<file path="src/verilog/eth_defines.svh">
`ifndef ETH_DEFINES_SVH
`define ETH_DEFINES_SVH

// Frame delimiters as seen on the wire
`define ETH_PREAMBLE_BYTE   8'h55
`define ETH_SFD             8'hD5

// Destination address through FCS
`define ETH_MIN_FRAME       64

// Reflected CRC-32 register after data plus FCS
`define ETH_CRC_RESIDUE     32'hDEBB20E3

// APB byte offsets
`define REG_CTRL            8'h00
`define REG_STATION_LO      8'h04
`define REG_STATION_HI      8'h08
`define REG_VALID_COUNT     8'h0C
`define REG_INVALID_COUNT   8'h10
`define REG_DEST_LO         8'h14
`define REG_DEST_HI         8'h18
`define REG_SRC_LO          8'h1C
`define REG_SRC_HI          8'h20

`endif
</file>
<file path="src/verilog/eth_pkg.sv">
package eth_pkg;

    // Receive framer sequencing
    typedef enum logic [1:0] {
        ST_IDLE,
        ST_PREAMBLE,
        ST_FRAME,
        ST_DRAIN
    } framer_state_e;

    // Register select decoded from paddr
    typedef enum logic [3:0] {
        SEL_CTRL,
        SEL_STATION_LO,
        SEL_STATION_HI,
        SEL_VALID_COUNT,
        SEL_INVALID_COUNT,
        SEL_DEST_LO,
        SEL_DEST_HI,
        SEL_SRC_LO,
        SEL_SRC_HI,
        SEL_NONE
    } apb_reg_e;

endpackage

</file>
<file path="src/verilog/rx_byte_if.sv">
interface rx_byte_if;

    logic [7:0] data;
    logic       valid;
    logic       start;
    // End of frame marker, no data byte with it
    logic       last;
    // Odd nibble count, qualified by last
    logic       align_error;

    modport source (
        output data,
        output valid,
        output start,
        output last,
        output align_error
    );

    modport sink (
        input data,
        input valid,
        input start,
        input last,
        input align_error
    );

endinterface

</file>
<file path="src/verilog/rgmii_port.sv">
module rgmii_port (
    input  logic        clock,
    input  logic        rst_n,
    input  logic        phy_rx_data_enable,
    input  logic [3:0]  phy_rx_data,
    input  logic        psel,
    input  logic        penable,
    input  logic        pwrite,
    input  logic [7:0]  paddr,
    input  logic [31:0] pwdata,
    output logic [31:0] prdata,
    output logic        valid_packet,
    output logic        invalid_packet,
    output logic [47:0] parsed_mac_destination,
    output logic [47:0] parsed_mac_source
);

    logic        enable;
    logic [47:0] dest_mac;
    logic [47:0] src_mac;
    logic        short_frame;
    logic        parse_done;
    logic        crc_ok;
    logic        crc_done;

    // Frame bytes shared by both checkers
    rx_byte_if rx_bus ();

    rgmii_rx_framer rgmii_rx_framer (
        .clock              (clock),
        .rst_n              (rst_n),
        .enable             (enable),
        .phy_rx_data_enable (phy_rx_data_enable),
        .phy_rx_data        (phy_rx_data),
        .rx                 (rx_bus.source)
    );

    header_parser header_parser (
        .clock       (clock),
        .rst_n       (rst_n),
        .rx          (rx_bus.sink),
        .dest_mac    (dest_mac),
        .src_mac     (src_mac),
        .short_frame (short_frame),
        .done        (parse_done)
    );

    crc_checker crc_checker (
        .clock  (clock),
        .rst_n  (rst_n),
        .rx     (rx_bus.sink),
        .crc_ok (crc_ok),
        .done   (crc_done)
    );

    rx_status_regs rx_status_regs (
        .clock                  (clock),
        .rst_n                  (rst_n),
        .dest_mac               (dest_mac),
        .src_mac                (src_mac),
        .short_frame            (short_frame),
        .parse_done             (parse_done),
        .crc_ok                 (crc_ok),
        .crc_done               (crc_done),
        .align_error            (rx_bus.align_error),
        .psel                   (psel),
        .penable                (penable),
        .pwrite                 (pwrite),
        .paddr                  (paddr),
        .pwdata                 (pwdata),
        .prdata                 (prdata),
        .enable                 (enable),
        .valid_packet           (valid_packet),
        .invalid_packet         (invalid_packet),
        .parsed_mac_destination (parsed_mac_destination),
        .parsed_mac_source      (parsed_mac_source)
    );

endmodule

</file>
<file path="src/verilog/rx_status_regs.sv">
`include "eth_defines.svh"

module rx_status_regs import eth_pkg::*; (
    input  logic        clock,
    input  logic        rst_n,
    input  logic [47:0] dest_mac,
    input  logic [47:0] src_mac,
    input  logic        short_frame,
    input  logic        parse_done,
    input  logic        crc_ok,
    input  logic        crc_done,
    input  logic        align_error,
    input  logic        psel,
    input  logic        penable,
    input  logic        pwrite,
    input  logic [7:0]  paddr,
    input  logic [31:0] pwdata,
    output logic [31:0] prdata,
    output logic        enable,
    output logic        valid_packet,
    output logic        invalid_packet,
    output logic [47:0] parsed_mac_destination,
    output logic [47:0] parsed_mac_source
);

    // ctrl[0] port enable, ctrl[1] address filter
    logic [1:0]  ctrl;
    logic [47:0] station_mac;
    logic [31:0] valid_count;
    logic [31:0] invalid_count;
    logic        align_seen;
    logic        frame_done;
    logic        filter_pass;
    logic        frame_good;
    apb_reg_e    reg_sel;

    assign enable     = ctrl[0];
    assign frame_done = parse_done && crc_done;

    // Station address or broadcast passes when filtering
    assign filter_pass = !ctrl[1] || dest_mac == station_mac || dest_mac == 48'hFFFFFFFFFFFF;
    assign frame_good  = crc_ok && !short_frame && !align_seen && filter_pass;

    ////////////////////////////////////////////////
    // APB decode and read mux
    ////////////////////////////////////////////////
    always_comb begin
        case (paddr)
            `REG_CTRL:          reg_sel = SEL_CTRL;
            `REG_STATION_LO:    reg_sel = SEL_STATION_LO;
            `REG_STATION_HI:    reg_sel = SEL_STATION_HI;
            `REG_VALID_COUNT:   reg_sel = SEL_VALID_COUNT;
            `REG_INVALID_COUNT: reg_sel = SEL_INVALID_COUNT;
            `REG_DEST_LO:       reg_sel = SEL_DEST_LO;
            `REG_DEST_HI:       reg_sel = SEL_DEST_HI;
            `REG_SRC_LO:        reg_sel = SEL_SRC_LO;
            `REG_SRC_HI:        reg_sel = SEL_SRC_HI;
            default:            reg_sel = SEL_NONE;
        endcase
    end

    always_comb begin
        prdata = 32'd0;
        if (psel && !pwrite) begin
            case (reg_sel)
                SEL_CTRL:          prdata = {30'd0, ctrl};
                SEL_STATION_LO:    prdata = station_mac[31:0];
                SEL_STATION_HI:    prdata = {16'd0, station_mac[47:32]};
                SEL_VALID_COUNT:   prdata = valid_count;
                SEL_INVALID_COUNT: prdata = invalid_count;
                SEL_DEST_LO:       prdata = parsed_mac_destination[31:0];
                SEL_DEST_HI:       prdata = {16'd0, parsed_mac_destination[47:32]};
                SEL_SRC_LO:        prdata = parsed_mac_source[31:0];
                SEL_SRC_HI:        prdata = {16'd0, parsed_mac_source[47:32]};
                default:           prdata = 32'd0;
            endcase
        end
    end

    ////////////////////////////////////////////////
    // Configuration writes, verdict and counters
    ////////////////////////////////////////////////
    always_ff @(posedge clock) begin
        if (!rst_n) begin
            ctrl           <= 2'd0;
            station_mac    <= 48'd0;
            valid_count    <= 32'd0;
            invalid_count  <= 32'd0;
            align_seen     <= 1'b0;
            valid_packet   <= 1'b0;
            invalid_packet <= 1'b0;
        end else begin
            // Framer flags misalignment one cycle ahead of done
            align_seen     <= align_error;
            valid_packet   <= frame_done && frame_good;
            invalid_packet <= frame_done && !frame_good;
            if (frame_done) begin
                if (frame_good) begin
                    valid_count <= valid_count + 32'd1;
                end else begin
                    invalid_count <= invalid_count + 32'd1;
                end
            end
            if (psel && penable && pwrite) begin
                case (reg_sel)
                    SEL_CTRL:       ctrl <= pwdata[1:0];
                    SEL_STATION_LO: station_mac[31:0] <= pwdata;
                    SEL_STATION_HI: station_mac[47:32] <= pwdata[15:0];
                    default: ;
                endcase
            end
        end
    end

    // Addresses kept for every frame past the filter, CRC aside
    always_ff @(posedge clock) begin
        if (frame_done && filter_pass) begin
            parsed_mac_destination <= dest_mac;
            parsed_mac_source      <= src_mac;
        end
    end

    // Both checkers finish on the same cycle after last
    assert property (@(posedge clock) disable iff (!rst_n) parse_done == crc_done);

endmodule

</file>
<file path="src/verilog/crc_checker.sv">
`include "eth_defines.svh"

module crc_checker (
    input  logic    clock,
    input  logic    rst_n,
    rx_byte_if.sink rx,
    output logic    crc_ok,
    output logic    done
);

    // Reflected form of the IEEE 802.3 polynomial
    localparam logic [31:0] CRC_POLY = 32'hEDB88320;

    logic [31:0] crc;
    logic [31:0] crc_seed;

    function automatic logic [31:0] crc_byte(input logic [31:0] crc_in, input logic [7:0] data);
        logic [31:0] c;
        c = crc_in ^ {24'd0, data};
        for (int i = 0; i < 8; i++) begin
            c = c[0] ? ((c >> 1) ^ CRC_POLY) : (c >> 1);
        end
        return c;
    endfunction

    // Restart from all ones on the first byte
    assign crc_seed = rx.start ? 32'hFFFFFFFF : crc;

    ////////////////////////////////////////////////
    // Running CRC over the whole frame with FCS
    ////////////////////////////////////////////////
    always_ff @(posedge clock) begin
        if (!rst_n) begin
            crc    <= 32'hFFFFFFFF;
            crc_ok <= 1'b0;
            done   <= 1'b0;
        end else begin
            done <= rx.last;
            if (rx.valid) begin
                crc <= crc_byte(crc_seed, rx.data);
            end
            if (rx.last) begin
                // Good frame leaves the fixed residue behind
                crc_ok <= crc == `ETH_CRC_RESIDUE;
            end
        end
    end

endmodule

</file>
<file path="src/verilog/header_parser.sv">
`include "eth_defines.svh"

module header_parser (
    input  logic        clock,
    input  logic        rst_n,
    rx_byte_if.sink     rx,
    output logic [47:0] dest_mac,
    output logic [47:0] src_mac,
    output logic        short_frame,
    output logic        done
);

    logic [6:0] byte_count;
    logic [6:0] byte_index;

    // Position of the current byte within the frame
    assign byte_index = rx.start ? 7'd0 : byte_count;

    ////////////////////////////////////////////////
    // Address capture, first byte lands in the MSB
    ////////////////////////////////////////////////
    always_ff @(posedge clock) begin
        if (rx.valid) begin
            if (byte_index < 7'd6) begin
                dest_mac <= {dest_mac[39:0], rx.data};
            end else if (byte_index < 7'd12) begin
                src_mac <= {src_mac[39:0], rx.data};
            end
        end
    end

    always_ff @(posedge clock) begin
        if (!rst_n) begin
            byte_count  <= 7'd0;
            short_frame <= 1'b0;
            done        <= 1'b0;
        end else begin
            done <= rx.last;
            // Count saturates once the minimum length is reached
            if (rx.valid && byte_index != 7'(`ETH_MIN_FRAME)) begin
                byte_count <= byte_index + 7'd1;
            end
            if (rx.last) begin
                short_frame <= byte_count < 7'(`ETH_MIN_FRAME);
            end
        end
    end

    // Frame start is always tied to a data byte
    assert property (@(posedge clock) disable iff (!rst_n) rx.start |-> rx.valid);

endmodule

</file>
<file path="src/verilog/rgmii_rx_framer.sv">
`include "eth_defines.svh"

module rgmii_rx_framer import eth_pkg::*; (
    input  logic       clock,
    input  logic       rst_n,
    input  logic       enable,
    input  logic       phy_rx_data_enable,
    input  logic [3:0] phy_rx_data,
    rx_byte_if.source  rx
);

    framer_state_e state;
    logic          high_half;
    logic [3:0]    low_nibble;
    logic          first_byte;
    logic [7:0]    rx_byte;
    logic          byte_ready;

    // Byte completes while its high nibble is on the pins
    assign rx_byte    = {phy_rx_data, low_nibble};
    assign byte_ready = phy_rx_data_enable && high_half;

    always_ff @(posedge clock) begin
        if (phy_rx_data_enable && !high_half) begin
            low_nibble <= phy_rx_data;
        end
        if (state == ST_FRAME && byte_ready) begin
            rx.data <= rx_byte;
        end
    end

    ////////////////////////////////////////////////
    // Preamble search and frame streaming
    ////////////////////////////////////////////////
    always_ff @(posedge clock) begin
        if (!rst_n) begin
            state          <= ST_IDLE;
            high_half      <= 1'b0;
            first_byte     <= 1'b0;
            rx.valid       <= 1'b0;
            rx.start       <= 1'b0;
            rx.last        <= 1'b0;
            rx.align_error <= 1'b0;
        end else begin
            rx.valid       <= 1'b0;
            rx.start       <= 1'b0;
            rx.last        <= 1'b0;
            rx.align_error <= 1'b0;
            high_half      <= phy_rx_data_enable ? !high_half : 1'b0;

            case (state)
                ST_IDLE: begin
                    // Port enable is sampled only at the start of a frame
                    if (phy_rx_data_enable) begin
                        state <= enable ? ST_PREAMBLE : ST_DRAIN;
                    end
                end
                ST_PREAMBLE: begin
                    if (!phy_rx_data_enable) begin
                        state <= ST_IDLE;
                    end else if (byte_ready) begin
                        if (rx_byte == `ETH_SFD) begin
                            state      <= ST_FRAME;
                            first_byte <= 1'b1;
                        end else if (rx_byte != `ETH_PREAMBLE_BYTE) begin
                            state <= ST_DRAIN;
                        end
                    end
                end
                ST_FRAME: begin
                    if (!phy_rx_data_enable) begin
                        rx.last        <= 1'b1;
                        rx.align_error <= high_half;
                        state          <= ST_IDLE;
                    end else if (byte_ready) begin
                        rx.valid   <= 1'b1;
                        rx.start   <= first_byte;
                        first_byte <= 1'b0;
                    end
                end
                ST_DRAIN: begin
                    // Discard the rest of an unwanted frame
                    if (!phy_rx_data_enable) begin
                        state <= ST_IDLE;
                    end
                end
                default: state <= ST_IDLE;
            endcase
        end
    end

    // End marker never shares a cycle with a data byte
    assert property (@(posedge clock) disable iff (!rst_n) !(rx.valid && rx.last));

endmodule

</file>
<file path="config.mk">
export PLATFORM = sky130hd
export DESIGN_NAME = rgmii_port
export DESIGN_NICKNAME = d
export VERILOG_FILES = /design/src/verilog/eth_pkg.sv /design/src/verilog/rx_byte_if.sv /design/src/verilog/rgmii_port.sv /design/src/verilog/rx_status_regs.sv /design/src/verilog/crc_checker.sv /design/src/verilog/header_parser.sv /design/src/verilog/rgmii_rx_framer.sv
export VERILOG_INCLUDE_DIRS = /design/src /design/src/verilog
export SDC_FILE = /design/constraint.sdc
export NUM_CORES = 1
export LEC_CHECK = 0
export ABC_CLOCK_PERIOD_IN_PS = 7700
export BUFFER_PORTS_ARGS = -buffer_cell sky130_fd_sc_hd__clkbuf_2
export CAP_MARGIN = 20
export CORE_UTILIZATION = 61
export CTS_BUF_LIST = sky130_fd_sc_hd__clkbuf_4
export CTS_CLUSTER_SIZE = 30
export DETAILED_ROUTE_END_ITERATION = 10
export GPL_TIMING_DRIVEN = 0
export PLACE_DENSITY = 0.83
export SLEW_MARGIN = 10
export SYNTH_ARGS = -nofsm -noshare
export SYNTH_HDL_FRONTEND = slang
export SYNTH_SLANG_ARGS = --single-unit
</file>
<file path="constraint.sdc">
create_clock -name clock -period 7.7 [get_ports clock]
set_input_delay 1.54 -clock clock [delete_from_list [all_inputs] [get_ports clock]]
set_output_delay 1.54 -clock clock [all_outputs]
set_load 0.02 [all_outputs]
</file>
* Word-level counts from Yosys, hierarchy flattened
Index checks and enable logic that the tools add are counted.
Storage, ports and cells: register bits 371, input port bits 50, output and inout bits 130, logic and storage cells 148
Cells by class: $add $sub $neg 3, magnitude comparators 3, eq/ne operators 34, muxes and demuxes 29, bitwise logic cells 13, reduce and logical (&&, ||, !) cells 40
Operators by type and width (count):
- two-way mux 32 bit | 10
- one-hot mux 32 bit (9 select lines) | 1
- NOT 13 -> 14 bit | 8
- adder 32 x 1 -> 32 bit, second input constant | 2
- equality test 48 bit | 1
- equality test 48 bit, second input constant | 1
- one-hot mux 4 bit (9 select lines) | 1
- equality test 32 bit, second input constant | 1
- equality test 8 x 5 -> 1 bit, second input constant | 4
- bitwise XOR 32 x 8 -> 32 bit | 1
- equality test 4 x 3 -> 1 bit, second input constant | 4
- equality test 8 x 4 -> 1 bit, second input constant | 2
- AND reduction 2 bit | 8
- two-way mux 2 bit | 7
- logical AND 1 bit | 13
- equality test 4 x 2 -> 1 bit, second input constant | 2
- equality test 8 x 3 -> 1 bit, second input constant | 1
- equality test 8 x 6 -> 1 bit, second input constant | 1
- equality test 8 bit, second input constant | 1
- logical NOT 8 bit | 1
- inequality test 2 bit, second input constant | 4
- inequality test 8 x 7 -> 1 bit, second input constant | 1
- AND reduction 4 bit | 2
- adder 7 x 1 -> 7 bit, second input constant | 1
- other kinds (25) | 44

* Longest topological paths before layout
Gate-level depths: netlist of run 1.
depth after elaboration 18, gate-level depth with buffers 11

* Modules after synthesis
From an unflattened synthesis of run 1, not the netlist that was laid out.
Unflattened totals: cell total of the unflattened synthesis 1590, area total of the unflattened synthesis 17423.0 um2
Modules (own cells, without submodules):
- rx_status_regs | times used 1, cells each 1109, area an instance 10906.7 um2
- header_parser | times used 1, cells each 162, area an instance 3445.8 um2
- crc_checker | times used 1, cells each 275, area an instance 2407.3 um2
- rgmii_rx_framer | times used 1, cells each 44, area an instance 663.1 um2

* Worst setup path before layout of run 1
Ideal clock, no wire load.
path type reg2reg, start point reg header_parser.dest_mac[6], end point reg rx_status_regs.parsed_mac_destination[0] (enable), library setup time 0.553 ns, data arrival time 5.588 ns, required time 7.147 ns, slack 1.559 ns, stages on the path, launching flop included 7, period minus slack after synthesis 6.141 ns, cell sequence edfxtp_1 > xor2_1 > nor4_1 > nand4_1 > o31a_1 > buf_6 > nor2_1
Between the ends: word-level cells in the longest chain between the ends 4, elaborated cells between the ends (all ways) 5
Ends and longest elaborated chain:
- from (decl) | line header_parser.sv:7 | output logic [47:0] dest_mac,
- from (signal assigned) | line header_parser.sv:25 | dest_mac <= {dest_mac[39:0], rx.data};
- equality test 48 bit | line rx_status_regs.sv:41 | assign filter_pass = !ctrl[1] || dest_mac == station_mac || dest_mac == 48'hFFFFFFFFFFFF;
- logical OR 1 bit | line rx_status_regs.sv:41
- logical OR 1 bit * | line rx_status_regs.sv:41
- logical AND 1 bit * | line rx_status_regs.sv:117 | if (frame_done && filter_pass) begin
- to (signal assigned) | line rx_status_regs.sv:118 | parsed_mac_destination <= dest_mac;
- to (decl) | line rx_status_regs.sv:22 | output logic [47:0] parsed_mac_destination,
Mark *: on every way between the ends. The rest lies on a longest branch, timed or not. A chain may end at the register's enable or synchronous reset.

* Worst setup path after layout of run 1
start point in paddr[1], end point out prdata[1]
Between the ends: word-level cells in the longest chain between the ends 5, elaborated cells between the ends (all ways) 21
Ends and longest elaborated chain:
- from (decl) | line rgmii_port.sv:9 | input logic [7:0] paddr,
- equality test 8 x 6 -> 1 bit, or another cell as far along | line rx_status_regs.sv:48 | case (paddr)
- one-hot mux 4 bit (9 select lines) * | line rx_status_regs.sv:48
- equality test 4 bit, or another cell as far along | line rx_status_regs.sv:65 | case (reg_sel)
- one-hot mux 32 bit (9 select lines) * | line rx_status_regs.sv:65
- two-way mux 32 bit * | line rx_status_regs.sv:64 | if (psel && !pwrite) begin
- to (decl) | line rgmii_port.sv:11 | output logic [31:0] prdata,
Marked as above.

==> summary.json, run 1 <==
{
  "status": {
    "run_status": "finished, final reports clean"
  },
  "power": {
    "cellPowerDensity_mw_per_mm2": 211,
    "ir_drop_uv": 189,
    "total_leakage_power_nw": 6.52
  },
  "sta": {
    "setup-violations-final": 0,
    "worstMarginPinSlew_ps": 920,
    "rel_slew_slack_pct": 38.7,
    "finalHoldViolCount": 0,
    "worst_clock_skew_ps": 55.8,
    "crit_share_post_route_pct": 78.9,
    "period_needed_ps": 6070,
    "tns_setup_ps": 0,
    "setup_ws_ps": 1630,
    "slew_viol_final": 0,
    "max_clock_freq_mhz": 165,
    "grt_setup_unrepaired": "no"
  },
  "critical_path": {
    "criticalPathCategory": "in2out",
    "crit_chain": "clkbuf_2 -> nor4_1 -> nor2b_1 -> nand2_1 -> nor2_1 -> clkbuf_1 -> a221oi_1 -> a31oi_1 -> clkbuf_2",
    "critical_path_startpoint_category": "input pin",
    "critical_path.most_common_cell": "clkbuf_2",
    "worst_path_max_delay_cell": "clkbuf_1",
    "worstPathRequired_ps": 6160,
    "path_max_fanout": 10,
    "crit_arrival_ps": 4530,
    "endpoint_kind": "output port",
    "critical-path-max-stage-delay_ps": 690
  },
  "clock_network": {
    "cts-buffers-inserted": 93,
    "cts_tree": "built",
    "clk_transition_reported_paths_ps": 70,
    "clk-insertion-delay-late_ps": 760,
    "htree_levels": 3,
    "holdBufCountCts": 0,
    "cts_resized": 0,
    "cts_num_sinks": 371,
    "cts_setup_buffers": 0,
    "cts_buffer_depth": 3,
    "cts.root.buffer_cell": "clkbuf_4"
  },
  "global_route": {
    "via_count_of_the_first_global_routing_pass": 13100,
    "grt_antenna_before_repair": 4,
    "grt_max_degree": 33,
    "global_route.usage.total_pct": 42.0,
    "global_route_wire_length_before_repair_um": 80900,
    "global_route.overflow_total": 0
  },
  "place": {
    "dpl_worst_slack_ps": 1760,
    "port_buffers": 179,
    "placed_area_mm2": 0.0175,
    "place_congestion": 1.03,
    "hpwl_dp_um": 41700
  },
  "flow_run": {
    "max_cap_viol_count": 0
  },
  "route": {
    "drt-pass1-iter-count": 5,
    "initialDrtViolationCount": 2089,
    "routed_wirelength_um": 56100,
    "vias": 14100,
    "vias_per_cell": 6.57,
    "detail_route.wl_per_cell_um": 26.2,
    "remaining_drc_errors": 0,
    "ant_nets": 0
  },
  "logic_synthesis": {
    "postSynthAreaPerCell_um2": 11.0,
    "post_synth_most_frequent_cells": "204 x edfxtp_1, 178 x nand2_1, 167 x dfxtp_1",
    "ys.flop_type": "edfxtp_1",
    "postSynthRegisterBits": 371,
    "ys_warn_count": 0,
    "synth_sequential_area_ratio_pct": 59.2,
    "post_synth_inst_count": 1453,
    "synth_fp_nets": 1507,
    "yosys.cell_count.top_type": "edfxtp_1",
    "synth.top_cell.area_share_pct": 38.3,
    "largest_area_contributor_in_the_synthesized_netlist": "edfxtp_1",
    "async_flop_share_pct": 0,
    "count_of_flip_flops_with_a_built_in_enable_after_synthesis": 204,
    "synthDistinctLibCells": 60,
    "synthesis.area_mm2": 0.0160,
    "netlist_top_cells_area": "edfxtp_1 38%, dfxtp_1 21%, nand2_1 4.2%"
  },
  "finish": {
    "post_route_cells_drive_above_1_share_pct": 20.5,
    "final_nets": 1788,
    "final_cell_area_mm2": 0.0188,
    "syn_to_final_growth_pct": 17.4
  },
  "die": {
    "rows": 58,
    "floorplan.die.width_um": 164,
    "ios": 180,
    "start_util_pct": 62.8,
    "die-area_mm2": 0.0269,
    "fp.dieH_um": 164,
    "core_footprint_mm2": 0.0255
  },
  "hold_path": {
    "timing.hold.worst.class": "reg2reg"
  }
}
==> layer usage <==
layer | GRT usage [%] | share of wire, % | vias to the layer above
met5 | 0 | 0.014 | -
met4 | 20.7 | 5.1 | 2
met3 | 11.8 | 14 | 188
met2 | 63.2 | 44 | 1122
met1 | 56.0 | 37 | 6745
li1 | - | - | 6031
==> through the flow <==
stage                     hold slack (ps)  utilization [%]  total power [mW]  instances
final                                 420             73.8              3.97       2145
after global routing                  421             73.8              4.08       2144
after CTS                             419             73.7              3.98       2143
after detailed placement              405             68.7              2.23       1969
after global placement                401             68.0              2.23       1962
after floorplan                       400                -              2.18       1453
==> final timing paths <==
check / startpoint / end / slack [ps] / depth (start not counted)
worst min register to register: header_parser.src_mac[43] / rx_status_regs.parsed_mac_source[43] / 420 / 0
worst max-delay path: paddr[1] / prdata[1] / 1630 / 9
worst min-delay path: header_parser.src_mac[43] / rx_status_regs.parsed_mac_source[43] / 420 / 0
worst max register to register: header_parser.dest_mac[35] / rx_status_regs.parsed_mac_destination[11] / 3860 / 8
==> layout by cell type, fill, tap and decap left out, types with 31 or more instances in the layout <==
cell and count:
xnor2_1 67, mux2i_1 36, xor2_1 70, clkbuf_4 149, nand4_1 31, a21oi_1 103, nand2_1 178, nor4_1 41
o21ai_0 41, nand3_1 50, clkbuf_2 179, nor2_1 105, clkbuf_1 62, dfxtp_1 167, edfxtp_1 204, a22oi_1 48
==> state kept, by name (all words and copies together) (netlist names), 2 cells and up <==
register / cells
rx_status_regs.parsed_mac_destination: 48
rx_status_regs.ctrl: 2
rgmii_rx_framer.state: 2
rx_status_regs.parsed_mac_source: 48
rx_status_regs.valid_count: 32
header_parser.src_mac: 48
header_parser.dest_mac: 48
crc_checker.crc: 32
rgmii_rx_framer.rx.data: 8
rx_status_regs.invalid_count: 32
rx_status_regs.station_mac: 48
header_parser.byte_count: 7
rgmii_rx_framer.low_nibble: 4
==> logic make-up after synthesis <==
logic type	count (synthesis)	share of synthesized area, %
AO/OA/AOI/OAI	295	12.0
XOR/XNOR	146	8.60
flip-flops	371	59.2
adder cells (fa/ha/maj)	4	0.313
multiplexers	36	2.25
AND/OR/NAND/NOR	508	15.3
buffers and inverters	93	2.33
==> where the power goes <==
group / internal [mW] / switching [mW] / total, mW / leakage, nW
registers: 2.08 / 0.0105 / 2.09 / 3.19
logic: 0.0327 / 0.0656 / 0.0983 / 2.57
clock network: 0.950 / 0.836 / 1.79 / 0.761
==> final cells by class <==
type,count,area [µm²]
buffer,77,313
clock buffer,149,1120
antenna,2,5.00
multi-input combinational,989,6200
inverter,16,60.1
clock inverter,25,171
sequential,371,9470
fill,1789,6680
timing repair buffer,186,1040
tap,330,413
==> worst max-delay path, delay by kind of cell <==
kind	cells	cell delay, ps
AO/OA/AOI/OAI	2	610
buffers and inverters	3	1010
AND/OR/NAND/NOR	4	1370
Note: power is estimated with default switching activity, not from simulation.
==> inputs of run 2 (changes only) <==
- ABC_AREA: default -> 1
- ABC_CLOCK_PERIOD_IN_PS: 7700 -> 5300
- CORE_UTILIZATION: 61 -> 55
- PLACE_DENSITY: 0.83 -> 0.78
- clock period: 7.7 -> 5.3 ns (I/O delays scaled with it)
==> summary.json, run 2 <==
{
  "sta": {
    "worstMarginPinSlew_ps": 917,
    "grt_setup_unrepaired": "no",
    "tns_setup_ps": 0,
    "setup-violations-final": 0,
    "worst_clock_skew_ps": 54.7,
    "period_needed_ps": 4750,
    "max_clock_freq_mhz": 211,
    "finalHoldViolCount": 0,
    "smallest_hold_slack_ps": 407,
    "crit_share_post_route_pct": 89.6,
    "setup_ws_ps": 554,
    "slew_viol_final": 0,
    "rel_slew_slack_pct": 38.4
  },
  "hold_path": {
    "timing.hold.worst.class": "reg2reg"
  },
  "logic_synthesis": {
    "largest_area_contributor_in_the_synthesized_netlist": "edfxtp_1",
    "synth_fp_nets": 2022,
    "synth.top_cell.area_share_pct": 35.2,
    "synthDistinctLibCells": 50,
    "synth_sequential_area_ratio_pct": 54.3,
    "async_flop_share_pct": 0,
    "post_synth_most_frequent_cells": "401 x nand2_1, 204 x edfxtp_1, 198 x nor2_1",
    "postSynthAreaPerCell_um2": 8.86,
    "ys_warn_count": 0,
    "count_of_flip_flops_with_a_built_in_enable_after_synthesis": 204,
    "synthesis.area_mm2": 0.0174,
    "ys.flop_type": "edfxtp_1",
    "post_synth_inst_count": 1968,
    "yosys.cell_count.top_type": "nand2_1",
    "netlist_top_cells_area": "edfxtp_1 35%, dfxtp_1 19%, nand2_1 8.6%",
    "postSynthRegisterBits": 371
  },
  "critical_path": {
    "path_max_fanout": 10,
    "criticalPathCategory": "in2out",
    "critical_path_startpoint_category": "input pin",
    "endpoint_kind": "output port",
    "crit_arrival_ps": 3690,
    "r2r_setup_slack_ps": 2200,
    "worstPathRequired_ps": 4240
  },
  "die": {
    "fp.dieH_um": 180,
    "ios": 180,
    "rows": 64,
    "core_footprint_mm2": 0.0309,
    "start_util_pct": 56.4,
    "floorplan.die.width_um": 180,
    "die-area_mm2": 0.0324
  },
  "route": {
    "ant_nets": 0,
    "met2WireLength_um": 25600,
    "remaining_drc_errors": 0,
    "vias": 16100,
    "routed_wirelength_um": 58600,
    "met3WireLength_um": 6760,
    "met1_length_um": 23700,
    "drt-pass1-iter-count": 5,
    "highest-signal-layer": "met4",
    "detail_route.wl_per_cell_um": 21.5,
    "vias_per_cell": 5.92,
    "initialDrtViolationCount": 2043
  },
  "finish": {
    "layout.core_utilization_pct": 65.4,
    "syn_to_final_growth_pct": 16.0,
    "final-seq-area_mm2": 0.00947,
    "mostFrequentLayoutCells": "401 x nand2_1, 204 x edfxtp_1, 198 x nor2_1",
    "fill_cells": 2578,
    "final_cell_area_mm2": 0.0202,
    "multi_input_logic_area_mm2": 0.00699,
    "mostFrequentLayoutCell": "nand2_1",
    "post_route_cells_drive_above_1_share_pct": 16.1,
    "final_nets": 2307,
    "final_cell_count_no_fill": 2724
  },
  "clock_network": {
    "cts_tree": "built",
    "cts.root.buffer_cell": "clkbuf_4",
    "cts_setup_buffers": 0,
    "clk-insertion-delay-late_ps": 810,
    "htree_levels": 3,
    "cts_buffer_depth": 3,
    "cts_num_sinks": 371,
    "cts_resized": 0,
    "cts-buffers-inserted": 93,
    "holdBufCountCts": 0,
    "clk_transition_reported_paths_ps": 70
  },
  "global_route": {
    "grt_max_degree": 28,
    "global_route.overflow_total": 0,
    "global_route.usage.total_pct": 35.8,
    "grt_antenna_before_repair": 3,
    "via_count_of_the_first_global_routing_pass": 14900,
    "global_route_wire_length_before_repair_um": 86900
  },
  "power": {
    "power_mw": 5.69,
    "ir_drop_uv": 335,
    "total_leakage_power_nw": 7.53,
    "cellPowerDensity_mw_per_mm2": 282
  },
  "place": {
    "dpl_worst_slack_ps": 732,
    "port_buffers": 179,
    "placed_cells": 2554,
    "place_congestion": 1.04,
    "hpwl_dp_um": 44600,
    "placed_area_mm2": 0.0190
  },
  "status": {
    "run_status": "finished, final reports clean"
  },
  "flow_run": {
    "max_cap_viol_count": 0
  }
}
run 2: changes by cell type after synthesis, sizes merged, moves of 36 or more:
cell,delta
nand3,+102
inv,+159
nand2,+228
a22oi,-48
nor2,+95
a21oi,+46
mux2i,-36
run 2: cell families (layout without fill, tap and decap cells):
| group | after synthesis | in the layout | synth area share [%] |
|---|---|---|---|
| fa+ha+maj | 4 | 4 | 0.287 |
| xor+xnor | 150 | 150 | 7.93 |
| flops | 371 | 371 | 54.3 |
| other cells | 0 | 5 | 0 |
| compound gates | 309 | 309 | 10.2 |
| simple gates | 870 | 870 | 21.4 |
| buf+inv | 264 | 619 | 5.83 |
run 2: layout make-up:
| cell class | count | share of cell area, % |
|---|---|---|
| buffer | 88 | 1.76 |
| inverter | 176 | 3.27 |
| multi-input combinational | 1333 | 34.6 |
| clock buffer | 138 | 5.13 |
| antenna | 5 | 0.0619 |
| timing repair buffer | 190 | 5.21 |
| sequential | 371 | 46.9 |
| tap | 396 | 2.45 |
| clock inverter | 27 | 0.693 |
run 2: layer usage:
metal / GRT usage, % / vias to the layer above
met4: 15.8 / 0
met1: 48.5 / 7593
met3: 10.2 / 170
li1: - / 7321
met2: 53.4 / 1037
met5: 0 / -
run 2: power by group:
part           switching (mW)  internal [mW]  leakage [nW]
clock                    1.18           1.24         0.705
sequential             0.0250           3.03          3.19
combinational           0.144         0.0624          3.64
run 2: final timing paths:
path                              from                                    to  cells past startpoint
max                           paddr[7]                             prdata[1]                      9
min          header_parser.src_mac[41]  rx_status_regs.parsed_mac_source[41]                      0
max reg2reg   rgmii_rx_framer.rx.start            header_parser.dest_mac[28]                      6
min reg2reg  header_parser.src_mac[41]  rx_status_regs.parsed_mac_source[41]                      0
run 2: worst max-delay path, stage by stage:
cell and delay, ps:
clkbuf_2 80, nor2_1 210, inv_1 90, nor3_1 630, a32o_1 240, nand2_1 190
clkbuf_1 450, a21oi_1 480, clkbuf_2 250
